File: config.mk
export PLATFORM = sky130hd
export DESIGN_NAME = write_port_ctrl
export DESIGN_NICKNAME = d
export VERILOG_FILES = /design/src/bram_chain_pkg.sv /design/src/write_port_ctrl.sv
export SDC_FILE = /design/constraint.sdc
export NUM_CORES = 1
export LEC_CHECK = 0
export BUFFER_PORTS_ARGS = -buffer_cell sky130_fd_sc_hd__buf_2
export CAP_MARGIN = 20
export CORE_AREA = 3 3 231 233
export CTS_BUF_LIST = sky130_fd_sc_hd__clkbuf_4
export CTS_CLUSTER_DIAMETER = 80
export DETAILED_ROUTE_END_ITERATION = 8
export DIE_AREA = 0 0 234 236
export GPL_ROUTABILITY_DRIVEN = 0
export SYNTH_ARGS = -nofsm -noshare
export SYNTH_HDL_FRONTEND = slang
export SYNTH_SLANG_ARGS = --single-unit
export TNS_END_PERCENT = 100
File: constraint.sdc
create_clock -name clk_i -period 10.4 [get_ports clk_i]
set_input_delay 2.08 -clock clk_i [delete_from_list [all_inputs] [get_ports clk_i]]
set_output_delay 2.08 -clock clk_i [all_outputs]
set_load 0.01 [all_outputs]
File: src/bram_chain_pkg.sv
`default_nettype none

package bram_chain_pkg;

   // ==============================
   // Widths and counts
   // ==============================
   localparam int DATA_W    = 12;
   localparam int ADDR_W    = 5;
   localparam int NUM_BANKS = 8;
   localparam int NUM_LANES = 2 * NUM_BANKS;
   localparam int WB_DELAY  = 7;

   // Bank index width, the pair permutations below rely on it being 3
   localparam int BANK_W    = $clog2(NUM_BANKS);

   // ==============================
   // Vector types
   // ==============================
   typedef logic [DATA_W-1:0]           data_t;
   typedef logic [ADDR_W-1:0]           addr_t;

   // Lane k sits at slice k, lanes 0-7 are the A side
   typedef logic [NUM_LANES*DATA_W-1:0] data_lanes_t;
   typedef logic [NUM_LANES*ADDR_W-1:0] addr_lanes_t;

   typedef logic [NUM_BANKS-1:0]        bank_mask_t;

   // Transform length as seen by the bank routing
   typedef enum logic [1:0] {
      LEN_DIRECT = 2'd0,
      LEN_32     = 2'd1,
      LEN_64     = 2'd2,
      LEN_128    = 2'd3
   } len_mode_t;

endpackage

`default_nettype wire

File: src/write_port_ctrl.sv
`timescale 1ns/100ps
`default_nettype none

module write_port_ctrl (
   input  wire logic                                              clk_i,
   input  wire logic                                              rst_i,
   input  wire logic                                              load_i,
   input  wire logic                                              write_i,
   input  wire bram_chain_pkg::bank_mask_t                        we_i,
   input  wire bram_chain_pkg::data_t                             load_data_a_i,
   input  wire bram_chain_pkg::data_t                             load_data_b_i,
   input  wire bram_chain_pkg::addr_t                             load_addr_a_i,
   input  wire bram_chain_pkg::addr_t                             load_addr_b_i,
   input  wire bram_chain_pkg::data_lanes_t                       wb_data_i,
   input  wire bram_chain_pkg::addr_lanes_t                       dly_addr_i,
   output logic [bram_chain_pkg::NUM_BANKS*bram_chain_pkg::DATA_W-1:0] wr_data_a_o,
   output logic [bram_chain_pkg::NUM_BANKS*bram_chain_pkg::DATA_W-1:0] wr_data_b_o,
   output logic [bram_chain_pkg::NUM_BANKS*bram_chain_pkg::ADDR_W-1:0] wr_addr_a_o,
   output logic [bram_chain_pkg::NUM_BANKS*bram_chain_pkg::ADDR_W-1:0] wr_addr_b_o,
   output bram_chain_pkg::bank_mask_t                                  wr_en_o
);
   import bram_chain_pkg::*;

   localparam int DATA_SIDE_W = NUM_BANKS * DATA_W;
   localparam int ADDR_SIDE_W = NUM_BANKS * ADDR_W;

   // ==============================
   // Write port registers
   // ==============================
   always_ff @(posedge clk_i or posedge rst_i) begin
      if (rst_i) begin
         wr_data_a_o <= '0;
         wr_data_b_o <= '0;
         wr_addr_a_o <= '0;
         wr_addr_b_o <= '0;
         wr_en_o     <= '0;
      end else if (load_i) begin
         // Broadcast the load word pair to every bank
         wr_data_a_o <= {NUM_BANKS{load_data_a_i}};
         wr_data_b_o <= {NUM_BANKS{load_data_b_i}};
         wr_addr_a_o <= {NUM_BANKS{load_addr_a_i}};
         wr_addr_b_o <= {NUM_BANKS{load_addr_b_i}};
         wr_en_o     <= we_i;
      end else if (write_i) begin
         // Lanes 0-7 go to port A, lanes 8-15 to port B
         wr_data_a_o <= wb_data_i[DATA_SIDE_W-1:0];
         wr_data_b_o <= wb_data_i[2*DATA_SIDE_W-1:DATA_SIDE_W];
         wr_addr_a_o <= dly_addr_i[ADDR_SIDE_W-1:0];
         wr_addr_b_o <= dly_addr_i[2*ADDR_SIDE_W-1:ADDR_SIDE_W];
         wr_en_o     <= we_i;
      end else begin
         wr_data_a_o <= '0;
         wr_data_b_o <= '0;
         wr_en_o     <= '0;
      end
   end

endmodule

`default_nettype wire
==> summary.md <==
| Metric | Value |
|---|---|
| Run status | completed |
| Share of layout cells above drive strength 1 | 63.27% |
| Fmax | 0.2832 GHz |
| CP startpoint kind | input port |
| Drt via density | just over 4 |
| Fill cells | 5295 |
| Grt ovf | 0 |
| Critical path type | in -> async |
| Drt drc | 0 |
| Count of state elements after synthesis | between 200 and 300 |
| Leak | between 9 and 10 nW |
| RSZ-0062 raised after global routing | false |
| Cts repair resizes | 0 |
| Inserted Clock Buffers | 81 |
| HPWL Detailed | between 20000 and 30000 microns |
| Seq pwr share | 44.9% |
| Clock Latency Late Sink | 0.75 ns |
| DR pass1 iterations | 4 |
| Normalized max-slew margin | about 28% |
| Skew final | 0 ns |
| Sequential share of the synthesized area | 62.51% |
| Final-report setup violation count | 0 |
| Pwr Density | between 150 and 200 nW/um^2 |
| Cts hold-fix bufs | 0 |
| Core Area | 51410 sq um |
| Syn Area/Cell | 15.31 sq um |
| Post-Synthesis Cell Area | 11210 sq um |
| Mapped Cells | 732 |
| Post-layout util | roughly 31% |
| CTS root buf | clkbuf_4 |
| Synth unique cells | 14 |
| Fin. Hold Viols | 0 |
| Type of element capturing the critical path | async pin |
| Die W | 234 microns |
| Clock power frac | 39.4% |
| Min Tclk post-route | around 3.5 ns |
| CP dominant cell by count | buf_4 |
| Largest net degree at the start of global routing | roughly 110 |
| Die area | 55220 sq um |
| First-pass GRT wire length | 55150 microns |
| Initial antenna violation count | 9 |
| Commonest non-fill, non-tap cells in the layout | 595 x buf_2, 280 x dfrtp_1, 192 x a21o_1 |
| Via count | 8562 |
| Wirelength per Cell | 17.68 microns |
| Worst slew pin tran | 1.073 ns |
| Commonest non-fill, non-tap cell in the layout | buf_2 |
| Net Count, Synth | 1050 |
| Max incr delay on CP | 0.77 ns |
| Post-route ant nets | 0 |
| Clock slew at reported path FFs | 0.06 ns |
| Switch share | 26.85% |
| Clock Path Buffers | 3 |
| Initial Util | 21.80% |
| Setup TNS | 0 ns |
| CP Data Arrival Time | roughly 4.3 ns |
| WP data required | 11.17 ns |
| Combinational share of power | 15.7% |
| Vias in the first global route | 9602 |
| Post-layout net count | 1672 |
| Switching pwr | 0.0007245 W |
| Die H | 236 microns |
| Maximum Capacitance Violations | 0 |
| CP Cell Sequence | buf_2, inv_8, buf_4, buf_4 |
| Hold Crit Class | reg -> reg |
| Fin. max-slew vios | 0 |
| Buffers on Ports | 597 |
| Initial DRC Count | 257 |
| Critical path's slowest cell | buf_4 |
| Fin crit share | around a third |
| Area growth from synthesis to layout | 40.51% |
| GR Util All Layers | a little over an eighth |
| Sink Count | 280 |
| Post-CTS setup buffers | 0 |
| Internal | 0.001974 W |
| Max VDD drop | 0.09334 mV |
| Total Wirelength | 37130 microns |
| Htree depth | 3 |
| Row cnt | 83 |
| CTS tree | built |
| Ys Warns | 0 |
| I/O pin count | 598 |
| CP max FO | 105 |
==> area by class of cell <==
class                   instances  area (sq um)  area share [%]
multi-input cells             386          3754           23.83
inverters                       1         11.26         0.07150
repair buffers                604          3045           19.34
clock inverters                27         200.2           1.271
diodes                          7         17.52          0.1112
clock buffers                 115         863.3           5.482
well taps                     680         850.8           5.402
flip-flops and latches        280          7007           44.49
==> path summary, 6_finish.rpt <==
| path | start | end | slack (ns) | cells past startpoint |
|---|---|---|---|---|
| max | rst_i | wr_data_a_o[48] | 6.87 | 4 |
| min | wr_addr_a_o[0] | wr_addr_a_o[0] | 0.63 | 2 |
| max reg2reg | wr_addr_b_o[31] | wr_addr_b_o[31] | 9.34 | 2 |
| min reg2reg | wr_addr_a_o[0] | wr_addr_a_o[0] | 0.63 | 2 |
| max in group clk_i | write_i | wr_addr_b_o[23] | 6.94 | 4 |
| min in group asynchronous | rst_i | wr_addr_a_o[38] | 1.44 | 2 |
==> registers in the layout (all words and copies together), names as in the netlist <==
name         flops
wr_addr_a_o     40
wr_data_a_o     96
wr_en_o          8
wr_data_b_o     96
wr_addr_b_o     40
==> synthesized netlist by cell type (all sizes together) <==
| cell type | number | share of area, % |
|---|---|---|
| dfrtp | 280 | 63 |
| a21o | 192 | 13 |
| mux2 | 160 | 19 |
| buf | 52 | 3.5 |
| and2 | 24 | 1.3 |
| clkbuf | 13 | 0.44 |
| nor2b | 8 | 0.45 |
| and2b | 1 | 0.067 |
| inv | 1 | 0.033 |
| nor2 | 1 | 0.033 |
==> power by group through the flow <==
stage | Combinational [W] | Sequential (W) | Clock [W]
after floorplan | 0.000185 | 0.00128 | 0
after global placement | 0.000426 | 0.00123 | 0
after detailed placement | 0.000431 | 0.00123 | 0
after CTS | 0.000433 | 0.00121 | 0.00112
after global routing | 0.000461 | 0.00122 | 0.00118
final | 0.000424 | 0.00121 | 0.00106
==> per-layer routing <==
metal	track usage [%]	routed length [microns]	vias up
met4	5.750	1122	10
met3	5.592	3707	83
met1	14.38	13880	4226
met2	22.00	18350	403
met5	0	67	-
li1	-	-	3840
==> critical path, delay by kind of cell <==
family | cells | cell delay, ns
buf+inv | 4 | 2.10
==> per-stage QoR <==
step	instance area, sq um	setup slack, ns	instances	hold slack [ns]	total power (W)
finish	15750	6.868	2100	0.6291	0.002699
global route	15740	6.582	2098	0.6458	0.002864
CTS	15730	6.810	2093	0.6324	0.002761
detailed placement	14670	5.921	1951	0.6140	0.001661
global placement	14670	5.968	1951	0.6113	0.001654
floorplan	11210	0.5978	732	0.6745	0.001460
==> cell families after synthesis <==
family | after synthesis | share of synthesized area [%]
buf+inv | 66 | 4.019
mux | 160 | 18.72
flops | 280 | 62.51
simple gates | 34 | 1.887
compound gates | 192 | 12.86
Power figures use the tool's default switching activity.
