--- config.mk ---
export PLATFORM = sky130hd
export DESIGN_NAME = wb_addr_delay
export DESIGN_NICKNAME = d
export VERILOG_FILES = /design/src/bram_chain_pkg.sv /design/src/wb_addr_delay.sv
export SDC_FILE = /design/constraint.sdc
export NUM_CORES = 1
export LEC_CHECK = 0
export BUFFER_PORTS_ARGS = -buffer_cell sky130_fd_sc_hd__buf_4
export CAP_MARGIN = 20
export CORE_UTILIZATION = 34
export CTS_CLUSTER_SIZE = 40
export DETAILED_ROUTE_END_ITERATION = 6
export PLACE_DENSITY = 0.52
export SYNTH_ARGS = -nofsm -noshare
export SYNTH_HDL_FRONTEND = slang
export SYNTH_SLANG_ARGS = --single-unit
--- constraint.sdc ---
create_clock -name clk_i -period 26.5 [get_ports clk_i]
set_input_delay 2.65 -clock clk_i [delete_from_list [all_inputs] [get_ports clk_i]]
set_output_delay 2.65 -clock clk_i [all_outputs]
set_load 0.005 [all_outputs]
--- src/bram_chain_pkg.sv ---
`default_nettype none

package bram_chain_pkg;

   // ==============================
   // Widths and counts
   // ==============================
   localparam int DATA_W    = 12;
   localparam int ADDR_W    = 5;
   localparam int NUM_BANKS = 8;
   localparam int NUM_LANES = 2 * NUM_BANKS;
   localparam int WB_DELAY  = 7;

   // Bank index width, the pair permutations below rely on it being 3
   localparam int BANK_W    = $clog2(NUM_BANKS);

   // ==============================
   // Vector types
   // ==============================
   typedef logic [DATA_W-1:0]           data_t;
   typedef logic [ADDR_W-1:0]           addr_t;

   // Lane k sits at slice k, lanes 0-7 are the A side
   typedef logic [NUM_LANES*DATA_W-1:0] data_lanes_t;
   typedef logic [NUM_LANES*ADDR_W-1:0] addr_lanes_t;

   typedef logic [NUM_BANKS-1:0]        bank_mask_t;

   // Transform length as seen by the bank routing
   typedef enum logic [1:0] {
      LEN_DIRECT = 2'd0,
      LEN_32     = 2'd1,
      LEN_64     = 2'd2,
      LEN_128    = 2'd3
   } len_mode_t;

endpackage

`default_nettype wire

--- src/wb_addr_delay.sv ---
`timescale 1ns/100ps
`default_nettype none

module wb_addr_delay (
   input  wire logic                        clk_i,
   input  wire logic                        rst_i,
   input  wire logic                        chain_i,
   input  wire bram_chain_pkg::addr_lanes_t gen_addr_i,
   output bram_chain_pkg::addr_lanes_t      dly_addr_o
);
   import bram_chain_pkg::*;

   addr_lanes_t stage_q [WB_DELAY];

   // Shifts once per chain step, idle cycles do not count
   always_ff @(posedge clk_i or posedge rst_i) begin
      if (rst_i) begin
         for (int i = 0; i < WB_DELAY; i++) begin
            stage_q[i] <= '0;
         end
      end else if (chain_i) begin
         stage_q[0] <= gen_addr_i;
         for (int i = 1; i < WB_DELAY; i++) begin
            stage_q[i] <= stage_q[i-1];
         end
      end
   end

   // Oldest addresses, the write-back targets
   assign dly_addr_o = stage_q[WB_DELAY-1];

endmodule

`default_nettype wire

==> results.yml, run 1 <==
run_status:
  status: "completed"
logic_synthesis:
  synth_seq_area_share_pct: 65.1
  synth-seq-cells: 560
  yosysUniqueCellTypes: 6
  synth_area_sq_um: 21500
  syn-num-nets: 1346
  synth.avg_cell_area_sq_um: 17.0
  synthCells: 1263
  ys_warn_count: 0
sta:
  fin_setup_tns_ns: 0
  timing.final.crit_share_pct: 20.8
  period_needed_ns: 5.52
  clock.fmax_mhz: 181
  hold-worst-slack_ns: 0.491
  finalMaxSlewViolations: 0
  finClkSkew_ns: 0.0131
  worst-slew-pin-transition_ns: 1.02
  finalHoldViolations: 0
  setup_violations: 0
  rsz0062_at_grt: "false"
  slew_headroom_pct: 31.7
worst_hold_path:
  worst_hold_path_type: "flop to flop"
  holdPathStages: 1
  worstHoldStart: "stage_q[278]"
  min_to: "stage_q[198]"
cts:
  cts_sinks: 560
  ctsHoldBuffers: 0
  clk_pin_slew_ns: 0.06
  cts_tree: "built"
  clock_latency_ns: 0.60
  cts_max_path_buffers: 3
  postCtsSetupBuffers: 0
  cts-root-buf: "clkbuf_16"
  cts_buffers: 60
  cts.htree.levels: 2
  cts_resized: 0
layout:
  final_nets: 1442
  final_layout_size_suffix_gt1_share_pct: 59.0
  final_area_sq_um: 24800
  antenna_cells: 0
  area_delta_synth_final_pct: 15.2
  final_cell_mix: "mux2_2, dfrtp_1, buf_4"
place:
  port_buffers: 162
  gp_congestion: 0.662
  post_dp_cell_area_sq_um: 22700
  hpwl_um: 19700
floorplanning:
  start_util_pct: 34.7
  die_w_um: 254
  core_area_sq_um: 62100
  die_area_sq_um: 64300
  rows: 91
  io_pins: 163
  die_y_um: 254
drt:
  first_iter_violations: 415
  first_pass_iters: 4
  vias: 9840
  met1Wirelength_um: 15200
  routed.top_layer: "met5"
  detail_route.wl_per_cell_um: 14.7
  met3_length_um: 1560
  drc: 0
  wl_um: 33000
  antenna_left: 0
  viasPerCell: 4.39
  met2_length_um: 15100
global_route:
  first_global_vias: 10400
  antenna_found_initial: 2
  grt_max_degree: 159
  grt_pass1_wl_um: 56000
  grt_util_all_layers_pct: 10.6
  gr-total-overflow: 0
setup_path:
  reg2reg_slack_ns: 25.70
  r2r-end: "dly_addr_o[9]"
  reg2reg_depth: 1
  worstPathArrival_ns: 5.99
  path_class: "input port to flop"
  required_ns: 26.97
  path_max_fanout: 125
  start_kind: "input port"
  r2r_start: "dly_addr_o[9]"
  end_kind: "flop"
power_and_ir_drop:
  cellLeakagePower_nw: 10.7
  power_density_nw_per_um2: 94.6
  total_power_w: 0.00234
  ir_worst_vdd_uv: 51.9
run:
  cap_violations: 0
[through the flow]
stage | cells | setup WS, ns | util [%]
2_1_floorplan | 1263 | 8.19 | -
5_1_grt | 2243 | 20.76 | 39.9
3_3_place_gp | 2131 | 19.72 | 36.6
6_report | 2243 | 20.98 | 39.9
4_1_cts | 2240 | 20.34 | 39.8
3_5_place_dp | 2131 | 19.70 | 36.6
[flip-flops by register name (all words and copies together) (netlist names)]
| register | flops |
|---|---|
| stage_q | 480 |
| dly_addr_o | 80 |
[area by class of cell]
cell class / instances / area, sq um
Fill cell: 5748 / 37300
Sequential cell: 560 / 14000
Multi-Input combinational cell: 560 / 6310
Clock buffer: 87 / 1720
Timing Repair Buffer: 176 / 1400
Tap cell: 837 / 1050
Clock inverter: 22 / 279
Inverter: 1 / 11.3
[where the power goes]
part	switching (W)	total, W	internal, W	leakage (nW)
Combinational	0.000106	0.000333	0.000227	3.13
Clock	0.000331	0.000838	0.000508	0.980
Sequential	0.000108	0.00117	0.00106	6.61
[routing by layer]
| metal | GRT usage (%) | up-vias |
|---|---|---|
| met5 | 0 | - |
| met4 | 4.38 | 4 |
| met3 | 2.66 | 76 |
| met2 | 16.2 | 130 |
| met1 | 14.5 | 5104 |
| li1 | - | 4526 |
[kinds of logic after synthesis]
kind of cell,Yosys count,share of synthesized area (%)
mux,560,29.3
flops,560,65.1
buf+inv,143,5.54
[worst max path at each step]
stage	slack (ns)	cells after the start	to	startpoint
after floorplan	8.19	1	dly_addr_o[0]	rst_i
after global placement	19.72	5	stage_q[505]	chain_i
after detailed placement	19.70	5	stage_q[509]	chain_i
after CTS	20.34	5	stage_q[103]	chain_i
after global routing	20.76	5	stage_q[102]	chain_i
final	20.98	5	stage_q[103]	chain_i
[Yosys cell counts]
master / number / area share (%)
buf_4: 81 / 2.8
dfrtp_1: 560 / 65
buf_2: 17 / 0.40
buf_6: 44 / 2.3
mux2_2: 560 / 29
inv_1: 1 / 0.017
[worst max-delay path, stage by stage]
cell and delay [ns]:
buf_8 0.59, buf_4 0.43, buf_4 0.74, buf_4 0.93
mux2_2 0.42
No activity file was read; power rests on OpenSTA's default activity.
==> run 2: changes to the inputs <==
==> constraint.sdc (replaced) <==
create_clock -name clk_i -period 5.7 [get_ports clk_i]
set_input_delay 0.57 -clock clk_i [delete_from_list [all_inputs] [get_ports clk_i]]
set_output_delay 0.57 -clock clk_i [all_outputs]
set_load 0.005 [all_outputs]
==> run 2 against run 1 <==
Against the previous run:
- clock power increased to 4.5 times the previous value
- setup slack worse by 18 ns
- power grew to 4.6 times the previous value
- global-route usage shrank 0.077 points
- critical path type is now input port to asynchronous set/reset pin
- largest cell class unchanged
==> results.yml, run 2 (synthesized netlist as in run 1, its figures left out) <==
setup_path:
  start_kind: "input port"
  path_class: "input port to asynchronous set/reset pin"
  path_max_fanout: 163
  worstPathArrival_ns: 2.83
  end_kind: "asynchronous set/reset pin"
  required_ns: 6.29
cts:
  cts_resized: 0
  cts_sinks: 560
  cts_tree: "built"
  cts_buffers: 60
  clk_pin_slew_ns: 0.06
  cts_max_path_buffers: 3
  postCtsSetupBuffers: 0
  cts-root-buf: "clkbuf_16"
  cts.htree.levels: 2
  ctsHoldBuffers: 1
  clock_latency_ns: 0.59
sta:
  setup_violations: 0
  setup_ws_ns: 3.46
  timing.final.crit_share_pct: 39.3
  period_needed_ns: 2.24
  rsz0062_at_grt: "false"
  finalHoldViolations: 0
  slew_headroom_pct: 27.4
  clock.fmax_mhz: 446
  worst-slew-pin-transition_ns: 1.09
  finClkSkew_ns: 0.00861
  finalMaxSlewViolations: 0
worst_hold_path:
  worst_hold_path_type: "input port to flop"
power_and_ir_drop:
  switchingPower_w: 0.00249
  p_clk_share_pct: 35.1
  power_density_nw_per_um2: 436
  swShare_pct: 23.1
  power_frac_seq_pct: 50.3
  ir_worst_vdd_uv: 256
  p_comb_share_pct: 14.6
  intPower_w: 0.00829
  total_power_w: 0.0108
  cellLeakagePower_nw: 10.7
layout:
  area_delta_synth_final_pct: 14.9
  instances_no_fill: 2234
  n_fill_cell: 5774
  final_cell_mix: "mux2_2, dfrtp_1, buf_4"
  final_nets: 1439
  final_core_util_pct: 39.8
  final_layout_size_suffix_gt1_share_pct: 59.0
  largest_reg_flops: 480
  largest_register: "stage_q"
  antenna_cells: 0
floorplanning:
  start_util_pct: 34.7
  core_area_sq_um: 62100
  die_y_um: 254
  rows: 91
  die_area_sq_um: 64300
  die_w_um: 254
  io_pins: 163
drt:
  drc: 0
  vias: 9796
  wl_um: 32700
  first_pass_iters: 4
  first_iter_violations: 510
  antenna_left: 0
  detail_route.wl_per_cell_um: 14.6
  viasPerCell: 4.38
global_route:
  grt_pass1_wl_um: 55500
  grt_util_all_layers_pct: 10.6
  antenna_found_initial: 0
  first_global_vias: 10300
  grt_max_degree: 183
  gr-total-overflow: 0
place:
  gp_congestion: 0.683
  port_buffers: 162
  hpwl_um: 19200
  pre_cts_ws_ns: 3.04
  dp.cells: 2130
run_status:
  status: "completed"
run:
  cap_violations: 0
## run 2: cell count changes in the layout (fill, tap and decap cells not counted), sizes merged
cell         previous run  this run
buf                   176       172
clkinv                 10         9
bufinv                  6         3
clkbuf                 87        89
inv                     4         0
dlygate4sd3             0         1
## run 2: power groups by stage
| stage | combinational (W) | sequential (W) | clock, W |
|---|---|---|---|
| 4_1_cts | 0.00162 | 0.00544 | 0.00396 |
| 5_1_grt | 0.00173 | 0.00558 | 0.00411 |
| 2_1_floorplan | 0.00139 | 0.00534 | 0 |
| 3_3_place_gp | 0.00157 | 0.00548 | 0 |
| 3_5_place_dp | 0.00162 | 0.00551 | 0 |
| 6_report | 0.00157 | 0.00542 | 0.00379 |
## run 2: path summary, 6_finish.rpt
path | start | to | slack, ns | cells after the start
hold reg to reg | stage_q[118] | dly_addr_o[38] | 0.49 | 1
setup / recovery | rst_i | stage_q[374] | 3.46 | 5
max in group clk_i | chain_i | stage_q[372] | 3.65 | 3
min in group asynchronous | rst_i | stage_q[339] | 0.56 | 3
hold / removal | gen_addr_i[37] | stage_q[517] | 0.21 | 2
setup reg to reg | stage_q[120] | dly_addr_o[40] | 4.90 | 1
## run 2: metrics by stage
| step | TNS (ns) | hold slack (ns) | instance area (sq um) |
|---|---|---|---|
| 2_1_floorplan | -1396.49 | 0.475 | 21500 |
| 3_3_place_gp | 0 | 0.483 | 22700 |
| 3_5_place_dp | 0 | 0.488 | 22700 |
| 4_1_cts | 0 | 0.147 | 24700 |
| 5_1_grt | 0 | 0.156 | 24700 |
| 6_report | 0 | 0.208 | 24700 |
## run 2: layout make-up
class                   count  area [sq um]  share of cell area (%)
clock buffers              89          1790                    7.25
clock inverters            14           158                   0.638
inverters                   1          7.51                  0.0304
multi-input cells         560          6310                    25.5
flip-flops and latches    560         14000                    56.7
well taps                 837          1050                    4.24
repair buffers            173          1380                    5.60
## run 2: worst max-delay path: stages
cell           delay, ns
dlygate4sd3_1       0.53
buf_4               0.14
clkinvlp_4          0.31
buf_12              0.38
buf_12              0.60
## run 2: routing by layer
layer / wire [um] / track usage [%]
met3: 1630 / 2.84
met5: 0 / 0
met1: 15200 / 14.7
met4: 750 / 3.79
met2: 15100 / 15.8
